## src/hdl/mmu_consts.svh

```systemverilog
// mmu geometry constants, included by the package, the RTL and the testbench
`ifndef MMU_CONSTS_SVH
`define MMU_CONSTS_SVH

// tlb geometry
`define TLB_SETS      16
`define TLB_IDX_BITS  4

// virtual address split
`define PAGE_BITS     12 // 4 KiB pages
`define VPN1_BITS     10 // level 1 table index
`define VPN0_BITS     10 // level 0 table index

// page table entry
`define PTE_VALID_BIT 0

// table walk depth
`define WALK_LEVELS   2

`endif

```

## src/hdl/mmu_pkg.sv

```systemverilog
// shared mmu types and state encodings, imported by every RTL module
`include "mmu_consts.svh"

package mmu_pkg;

	typedef logic [31:0] vaddr_t;
	typedef logic [31:0] paddr_t;
	typedef logic [`VPN1_BITS+`VPN0_BITS-1:0] vpn_t;
	typedef logic [32-`PAGE_BITS-1:0] ppn_t;
	typedef logic [`VPN1_BITS+`VPN0_BITS-`TLB_IDX_BITS-1:0] tlb_tag_t; // vpn above the set index
	typedef logic [`TLB_IDX_BITS-1:0] tlb_idx_t;
	typedef logic [31:0] pte_t; // ppn in upper bits, valid in bit 0

	typedef enum logic [2:0] {
		walk_idle,
		walk_l1_addr,
		walk_l1_data,
		walk_l0_addr,
		walk_l0_data,
		walk_done
	} walk_state_t;

	typedef enum logic [1:0] {
		tlb_idle,
		tlb_lookup,
		tlb_wait_walk
	} tlb_state_t;

endpackage

```

## src/hdl/walk_if.sv

```systemverilog
// walk request from the tlb to the page walker and the walk result back
`timescale 1ns/100ps

interface walk_if import mmu_pkg::*; ();

	logic walk_start; // one cycle
	vpn_t walk_vpn;   // held until walk_done
	logic walk_done;  // one cycle per start
	ppn_t walk_ppn;
	logic walk_fault;

	modport tlb (
		output walk_start,
		output walk_vpn,
		input  walk_done,
		input  walk_ppn,
		input  walk_fault
	);

	modport walker (
		input  walk_start,
		input  walk_vpn,
		output walk_done,
		output walk_ppn,
		output walk_fault
	);

endinterface

```

## src/hdl/tlb_array.sv

```systemverilog
// two-way set-associative tlb with lru refill, flush and requester handshake
`timescale 1ns/100ps
`include "mmu_consts.svh"

module tlb_array import mmu_pkg::*; (
	input  logic   clk,
	input  logic   reset,
	input  logic   req_valid,
	input  vaddr_t req_vaddr,
	input  logic   flush,
	output logic   req_ready,
	output logic   resp_valid,
	output paddr_t resp_paddr,
	output logic   resp_fault,
	walk_if.tlb    walk
);

	tlb_state_t state;
	vaddr_t req_q;

	tlb_tag_t tag_mem [2][`TLB_SETS];
	ppn_t ppn_mem [2][`TLB_SETS];
	logic [`TLB_SETS-1:0] valid_mem [2];
	logic [`TLB_SETS-1:0] lru; // way to replace next

	tlb_idx_t idx;
	tlb_tag_t tag;
	logic [1:0] hit;
	logic hit_way;
	ppn_t hit_ppn;
	logic accept;
	logic lookup_hit;
	logic walk_end;
	logic refill;

	assign idx = req_q[`PAGE_BITS +: `TLB_IDX_BITS];
	assign tag = req_q[`PAGE_BITS + `TLB_IDX_BITS +: $bits(tlb_tag_t)];

	assign hit[0] = valid_mem[0][idx] && (tag_mem[0][idx] == tag);
	assign hit[1] = valid_mem[1][idx] && (tag_mem[1][idx] == tag);
	assign hit_way = hit[1];
	assign hit_ppn = ppn_mem[hit_way][idx];

	assign req_ready = (state == tlb_idle) && !flush; // flush wins over a request
	assign accept = req_valid && req_ready;
	assign lookup_hit = (state == tlb_lookup) && (hit != 2'b00);
	assign walk_end = (state == tlb_wait_walk) && walk.walk_done;
	assign refill = walk_end && !walk.walk_fault; // faults are not cached

	assign walk.walk_start = (state == tlb_lookup) && (hit == 2'b00);
	assign walk.walk_vpn = req_q[`PAGE_BITS +: $bits(vpn_t)];

	// control state
	always_ff @(posedge clk) begin
		if (reset) begin
			state <= tlb_idle;
			resp_valid <= 1'b0;
			valid_mem[0] <= '0;
			valid_mem[1] <= '0;
			lru <= '0;
		end else begin
			resp_valid <= 1'b0;
			case (state)
				tlb_idle: begin
					if (flush) begin
						valid_mem[0] <= '0;
						valid_mem[1] <= '0;
						lru <= '0;
					end else if (accept) begin
						state <= tlb_lookup;
					end
				end
				tlb_lookup: begin
					if (lookup_hit) begin
						resp_valid <= 1'b1;
						lru[idx] <= ~hit_way; // other way becomes lru
						state <= tlb_idle;
					end else begin
						state <= tlb_wait_walk;
					end
				end
				tlb_wait_walk: begin
					if (walk_end) begin
						resp_valid <= 1'b1;
						state <= tlb_idle;
					end
					if (refill) begin
						valid_mem[lru[idx]][idx] <= 1'b1;
						lru[idx] <= ~lru[idx];
					end
				end
				default: state <= tlb_idle;
			endcase
		end
	end

	// request, response and entry payload
	always_ff @(posedge clk) begin
		if (accept) begin
			req_q <= req_vaddr;
		end
		if (lookup_hit) begin
			resp_paddr <= {hit_ppn, req_q[`PAGE_BITS-1:0]};
			resp_fault <= 1'b0;
		end
		if (walk_end) begin
			resp_fault <= walk.walk_fault;
			if (walk.walk_fault) begin
				resp_paddr <= '0;
			end else begin
				resp_paddr <= {walk.walk_ppn, req_q[`PAGE_BITS-1:0]};
			end
		end
		if (refill) begin
			tag_mem[lru[idx]][idx] <= tag;
			ppn_mem[lru[idx]][idx] <= walk.walk_ppn;
		end
	end

	// a tag lives in at most one way of its set
	a_single_way_hit: assert property (@(posedge clk) disable iff (reset)
		(state == tlb_lookup) |-> $onehot0(hit))
		else $error("both tlb ways hit in set %0d", idx);

	// walk results only arrive while a walk is awaited
	a_done_when_waiting: assert property (@(posedge clk) disable iff (reset)
		walk.walk_done |-> (state == tlb_wait_walk))
		else $error("walk_done while no walk is pending");

endmodule

```

## src/hdl/page_walker.sv

```systemverilog
// two-level page table walker, reads entries over an axi4-lite read channel
`timescale 1ns/100ps
`include "mmu_consts.svh"

module page_walker import mmu_pkg::*; (
	input  logic       clk,
	input  logic       reset,
	input  paddr_t     ptbr,
	input  logic       m_arready,
	input  logic       m_rvalid,
	input  pte_t       m_rdata,
	input  logic [1:0] m_rresp,
	output paddr_t     m_araddr,
	output logic       m_arvalid,
	output logic       m_rready,
	walk_if.walker     walk
);

	walk_state_t state;
	paddr_t araddr_q;
	logic fault_q;
	ppn_t ppn_q;

	ppn_t pte_ppn;
	logic pte_bad;
	logic beat;

	assign pte_ppn = m_rdata[$bits(pte_t)-1 -: $bits(ppn_t)];
	assign pte_bad = (m_rresp != 2'b00) || !m_rdata[`PTE_VALID_BIT]; // slverr or invalid entry
	assign beat = m_rvalid && m_rready;

	assign m_arvalid = (state == walk_l1_addr) || (state == walk_l0_addr);
	assign m_rready = (state == walk_l1_data) || (state == walk_l0_data);
	assign m_araddr = araddr_q;

	assign walk.walk_done = (state == walk_done);
	assign walk.walk_ppn = ppn_q;
	assign walk.walk_fault = fault_q;

	always_ff @(posedge clk) begin
		if (reset) begin
			state <= walk_idle;
		end else begin
			case (state)
				walk_idle: begin
					if (walk.walk_start) state <= walk_l1_addr;
				end
				walk_l1_addr: begin
					if (m_arready) state <= walk_l1_data;
				end
				walk_l1_data: begin
					if (beat) begin
						if (pte_bad) begin
							state <= walk_done; // no level 0 read
						end else begin
							state <= walk_l0_addr;
						end
					end
				end
				walk_l0_addr: begin
					if (m_arready) state <= walk_l0_data;
				end
				walk_l0_data: begin
					if (beat) state <= walk_done;
				end
				walk_done: state <= walk_idle;
				default: state <= walk_idle;
			endcase
		end
	end

	// entry addresses and walk result
	always_ff @(posedge clk) begin
		if ((state == walk_idle) && walk.walk_start) begin
			araddr_q <= ptbr + paddr_t'({walk.walk_vpn[`VPN0_BITS +: `VPN1_BITS], 2'b00});
			fault_q <= 1'b0;
			ppn_q <= '0;
		end
		if ((state == walk_l1_data) && beat) begin
			fault_q <= pte_bad;
			araddr_q <= (paddr_t'(pte_ppn) << `PAGE_BITS)
				+ paddr_t'({walk.walk_vpn[`VPN0_BITS-1:0], 2'b00});
		end
		if ((state == walk_l0_data) && beat) begin
			fault_q <= pte_bad;
			ppn_q <= pte_ppn;
		end
	end

	// axi address held while the slave stalls
	a_araddr_stable: assert property (@(posedge clk) disable iff (reset)
		(m_arvalid && !m_arready) |=> (m_arvalid && $stable(m_araddr)))
		else $error("araddr changed while arvalid waiting");

	// the tlb starts a walk only while the walker is idle
	a_start_when_idle: assert property (@(posedge clk) disable iff (reset)
		walk.walk_start |-> (state == walk_idle))
		else $error("walk_start while a walk is running");

endmodule

```

## src/hdl/mmu_top.sv

```systemverilog
// mmu top level, joins the tlb and the page walker behind plain ports
`timescale 1ns/100ps

module mmu_top import mmu_pkg::*; (
	input  logic       clk,
	input  logic       reset,
	input  logic       req_valid,
	input  vaddr_t     req_vaddr,
	input  logic       flush,
	input  paddr_t     ptbr,
	input  logic       m_arready,
	input  logic       m_rvalid,
	input  pte_t       m_rdata,
	input  logic [1:0] m_rresp,
	output logic       req_ready,
	output logic       resp_valid,
	output paddr_t     resp_paddr,
	output logic       resp_fault,
	output paddr_t     m_araddr,
	output logic       m_arvalid,
	output logic       m_rready
);

	walk_if walk_bus ();

	tlb_array tlb_array_inst (
		.clk        (clk),
		.reset      (reset),
		.req_valid  (req_valid),
		.req_vaddr  (req_vaddr),
		.flush      (flush),
		.req_ready  (req_ready),
		.resp_valid (resp_valid),
		.resp_paddr (resp_paddr),
		.resp_fault (resp_fault),
		.walk       (walk_bus.tlb)
	);

	page_walker page_walker_inst (
		.clk       (clk),
		.reset     (reset),
		.ptbr      (ptbr),
		.m_arready (m_arready),
		.m_rvalid  (m_rvalid),
		.m_rdata   (m_rdata),
		.m_rresp   (m_rresp),
		.m_araddr  (m_araddr),
		.m_arvalid (m_arvalid),
		.m_rready  (m_rready),
		.walk      (walk_bus.walker)
	);

endmodule

```

## config.mk

```make
export PLATFORM = sky130hd
export DESIGN_NAME = mmu_top
export DESIGN_NICKNAME = d
export VERILOG_FILES = /design/src/hdl/mmu_pkg.sv /design/src/hdl/walk_if.sv /design/src/hdl/tlb_array.sv /design/src/hdl/page_walker.sv /design/src/hdl/mmu_top.sv
export VERILOG_INCLUDE_DIRS = /design/src /design/src/hdl
export SDC_FILE = /design/constraint.sdc
export NUM_CORES = 1
export LEC_CHECK = 0
export ABC_CLOCK_PERIOD_IN_PS = 6800
export BUFFER_PORTS_ARGS = -buffer_cell sky130_fd_sc_hd__buf_2
export CAP_MARGIN = 40
export CORE_MARGIN = 10
export CORE_UTILIZATION = 55
export CTS_BUF_LIST = sky130_fd_sc_hd__clkbuf_4 sky130_fd_sc_hd__clkbuf_8
export CTS_CLUSTER_SIZE = 12
export DETAILED_ROUTE_END_ITERATION = 16
export PLACE_DENSITY = 0.72
export SETUP_SLACK_MARGIN = 0.02
export SYNTH_ARGS = -nofsm -noshare
export SYNTH_HDL_FRONTEND = slang
export SYNTH_HIERARCHICAL = 1
export SYNTH_SLANG_ARGS = --single-unit
```

## constraint.sdc

```tcl
create_clock -name clk -period 6.8 [get_ports clk]
set_input_delay 0.34 -clock clk [delete_from_list [all_inputs] [get_ports clk]]
set_output_delay 0.34 -clock clk [all_outputs]
set_load 0.03 [all_outputs]
```

==> reports/results.ini <==
[global_routing]
grt_max_degree = 81
grt_pass1_wl_um = 202000
busiest_layer = met2
gr-total-overflow = 0
grt_use_total_pct = 25.3
antenna_found_initial = 5
global_route.usage.met1_pct = 33.7
met2_usage_pct = 40.2
met3_usage_pct = 5.48
grt_pass1_vias = 30600

[critical_path]
crit_buf_inv = 5
critPathRequiredTime_ns = 7.53
cp_max_fo = 53
path_cells = buf_12 -> buf_4 -> nor2b_4 -> a211oi_1 -> a31o_1 -> a31oi_1 -> nand4_1 -> nor4b_4 -> nand2_8 -> buf_12 -> nand3_1 -> inv_1 -> a21boi_0 -> nor2_1 -> a31oi_1 -> nor2_1 -> a21oi_1 -> nor2_1 -> dlygate4sd3_1
path_class = reg2reg
crit_arrival_ns = 7.02
critPathLaunchType = register
crit_path_max_incr_delay_ns = 0.67
cp_common_cell = nor2_1
slowest_stage = edfxtp_1
path_delay_family = simple AND/OR/NAND/NOR gates
end_kind = register

[detailed_routing]
num_vias = 30500
ant_nets = 0
drt-pass1-iter-count = 5
viasPerCell = 6.42
detail_route.wirelength_um = 140000
post_drt_wl_per_cell_um = 29.4
drt-initial-drc-count = 4042
route.detailed.drc = 0

[logic_synthesis]
yosysTopAreaCellShare_pct = 72.1
syn_inst = 2951
synth_ff_type = edfxtp_1
syn_area_per_cell_um2 = 17.9
synth_top_area_cell = edfxtp_1
ys_top_cells_by_area = edfxtp_1 (72%), mux4_2 (8.9%), mux2i_1 (2.7%)
seq_area_frac_synth_pct = 74.2
yosys_warnings = 6
synth-edff-count = 1270
synth_area_um2 = 52900
synthesis.nets = 3069
synthArstFlopShare_pct = 0
ys_seq_elements = 1324
synth_cell_types = 70

[clock_tree]
clock_path_buffers = 3
clkLatencyLatePin_ns = 0.87
root_buffer = clkbuf_8
path_clk_slew_ns = 0.06
cts_sinks = 1324
htree_levels = 4
numCtsBuffers = 197
cts_tree = built

[min_path]
min_path_type = in2reg

[place]
gp_congestion = 0.897
hpwlAfterDp_um = 79900
place_ws_ns = 0.675
port_buffers = 161

[floorplanning]
start_util_pct = 55.6
die_area_um2 = 109000
die_h_um = 330
die_width_um = 330
coreArea_um2 = 95200
rows = 113
pin_count = 173

[flow_run]
drv_cap = 0

[power_and_ir_drop]
ir_drop_mv = 0.201
power-per-cell-area_nw_per_um2 = 265
p_leak_nw = 20.0

[sta]
setup_ws_ns = 0.512
drv_slew = 0
max_slew_margin_pct = 32.5
worst_pin_slew_ns = 1.01
fin_skew_ns = 0.0411
hold_viol_final = 0
setup_viol = 0
fmax_ghz = 0.159
grt_setup_unrepaired = no
finalCritPeriodShare_pct = 92.5
finalSetupTns_ns = 0
fin_crit_ns = 6.29

[cells_and_area]
nets = 3436
final_common_cell = edfxtp_1
area_growth_pct = 15.3
drive_gt1_share_pct = 25.8
fillers = 6327
final_cell_mix = edfxtp_1 (1270), mux4_2 (210), clkbuf_8 (208), nand2_1 (186), buf_2 (161)

[status]
outcome = complete, no violations

-- worst paths after layout --
kind	depth (start not counted)	slack [ns]	end	startpoint
worst min register to register	1	0.47	tlb_array_inst/valid_mem[0][2]$_DFF_P_	tlb_array_inst/valid_mem[0][2]$_DFF_P_
worst min-delay path	4	0.09	page_walker_inst/m_araddr[5]$_DFFE_PP_	ptbr[5]
worst max-delay path	19	0.51	page_walker_inst/state[0]$_SDFFE_PP0P_	tlb_array_inst/req_q[12]$_DFFE_PP_
worst max register to register	19	0.51	page_walker_inst/state[0]$_SDFFE_PP0P_	tlb_array_inst/req_q[12]$_DFFE_PP_
-- registers in the layout (all words and copies together) (netlist names) --
signal and cells:
page_walker_inst/walk.walk_ppn 20, tlb_array_inst/ppn_mem 640, tlb_array_inst/resp_valid 1, tlb_array_inst/lru 16
tlb_array_inst/tag_mem 512, page_walker_inst/m_araddr 32, tlb_array_inst/resp_fault 1, tlb_array_inst/valid_mem 32
tlb_array_inst/resp_paddr 32, tlb_array_inst/state 2, page_walker_inst/state 3, tlb_array_inst/req_q 32
page_walker_inst/walk.walk_fault 1
-- synthesized netlist by cell type (all sizes together), types with 2 or more instances --
| library cell | number |
|---|---|
| mux4 | 210 |
| o2111ai | 2 |
| nand3 | 95 |
| o22a | 3 |
| a21oi | 140 |
| nor4b | 2 |
| buf | 78 |
| edfxtp | 1270 |
| o211ai | 3 |
| and3 | 37 |
| a31oi | 42 |
| or3b | 2 |
| a32o | 33 |
| nand4 | 6 |
| a211oi | 26 |
| a22o | 4 |
| o22ai | 4 |
| or2 | 2 |
| a21o | 4 |
| mux2i | 141 |
| and2 | 39 |
| nor3b | 4 |
| mux2 | 44 |
| nand2b | 7 |
| nor2 | 76 |
| clkbuf | 126 |
| xor2 | 24 |
| and4 | 2 |
| a22oi | 25 |
| ha | 13 |
| a221oi | 22 |
| nor4 | 2 |
| o21ai | 93 |
| inv | 18 |
| a2111oi | 21 |
| dfxtp | 54 |
| nor3 | 9 |
| o31ai | 4 |
| xnor2 | 31 |
| nand2 | 188 |
| nor2b | 11 |
| a311o | 20 |
| or4b | 2 |
-- cells by family (layout without fill, tap and decap cells) --
group / after synthesis / count (layout) / synth area share (%)
compound gates: 454 / 454 / 5.69
xor+xnor: 55 / 55 / 0.911
fa+ha+maj: 14 / 14 / 0.345
buf+inv: 222 / 756 / 1.95
flops: 1324 / 1324 / 74.2
mux: 395 / 395 / 12.5
other cells: 0 / 2 / 0
simple gates: 487 / 487 / 4.40
-- repair_timing --
action | CTS | global route
endpoints found under the hold margin | 92 | 0
resized for setup | 0 | 0
setup buffers | 0 | 0
endpoints found under the setup margin | 0 | 0
hold buffers | 87 | 0
-- layout make-up --
class | instances | area (µm²) | share of cell area, %
tap | 1265 | 1580 | 2.60
timing repair buffer | 372 | 3140 | 5.15
antenna | 2 | 5.00 | 0.00821
clock inverter | 91 | 607 | 0.995
inverter | 18 | 67.6 | 0.111
multi-input combinational | 1405 | 13000 | 21.3
sequential | 1324 | 39200 | 64.3
clock buffer | 275 | 3370 | 5.52
-- layer usage --
layer | vias to the layer above | wire [µm]
met5 | - | 27
met4 | 4 | 5630
met3 | 327 | 14400
met2 | 1932 | 67900
met1 | 15600 | 51700
li1 | 12700 | -
-- worst min-delay path, delay by kind of cell --
kind	cells	cell delay, ns
buffers and inverters	1	0.08
xor gates and xnor gates	1	0.08
AOI/OAI and AO/OA	1	0.13
adders and majority gates	1	0.18
-- where the power goes --
part	switching, mW	internal (mW)
registers	0.0424	8.93
logic	0.460	0.294
clock network	3.03	3.38
-- stage by stage --
| stage | utilization, % | instance area [µm²] | instances | total power, mW | hold slack, ns |
|---|---|---|---|---|---|
| 6_report | 64.1 | 61000 | 4752 | 16.1 | 0.0928 |
| 3_5_place_dp | 58.8 | 56000 | 4291 | 9.83 | 0.459 |
| 5_1_grt | 64.1 | 61000 | 4752 | 16.7 | 0.0655 |
| 4_1_cts | 63.9 | 60800 | 4744 | 16.2 | 0.00634 |
| 3_3_place_gp | 58.5 | 55600 | 4274 | 9.80 | 0.441 |
| 2_1_floorplan | - | 52900 | 2951 | 9.58 | 0.412 |
Power figures use the tool's default switching activity.
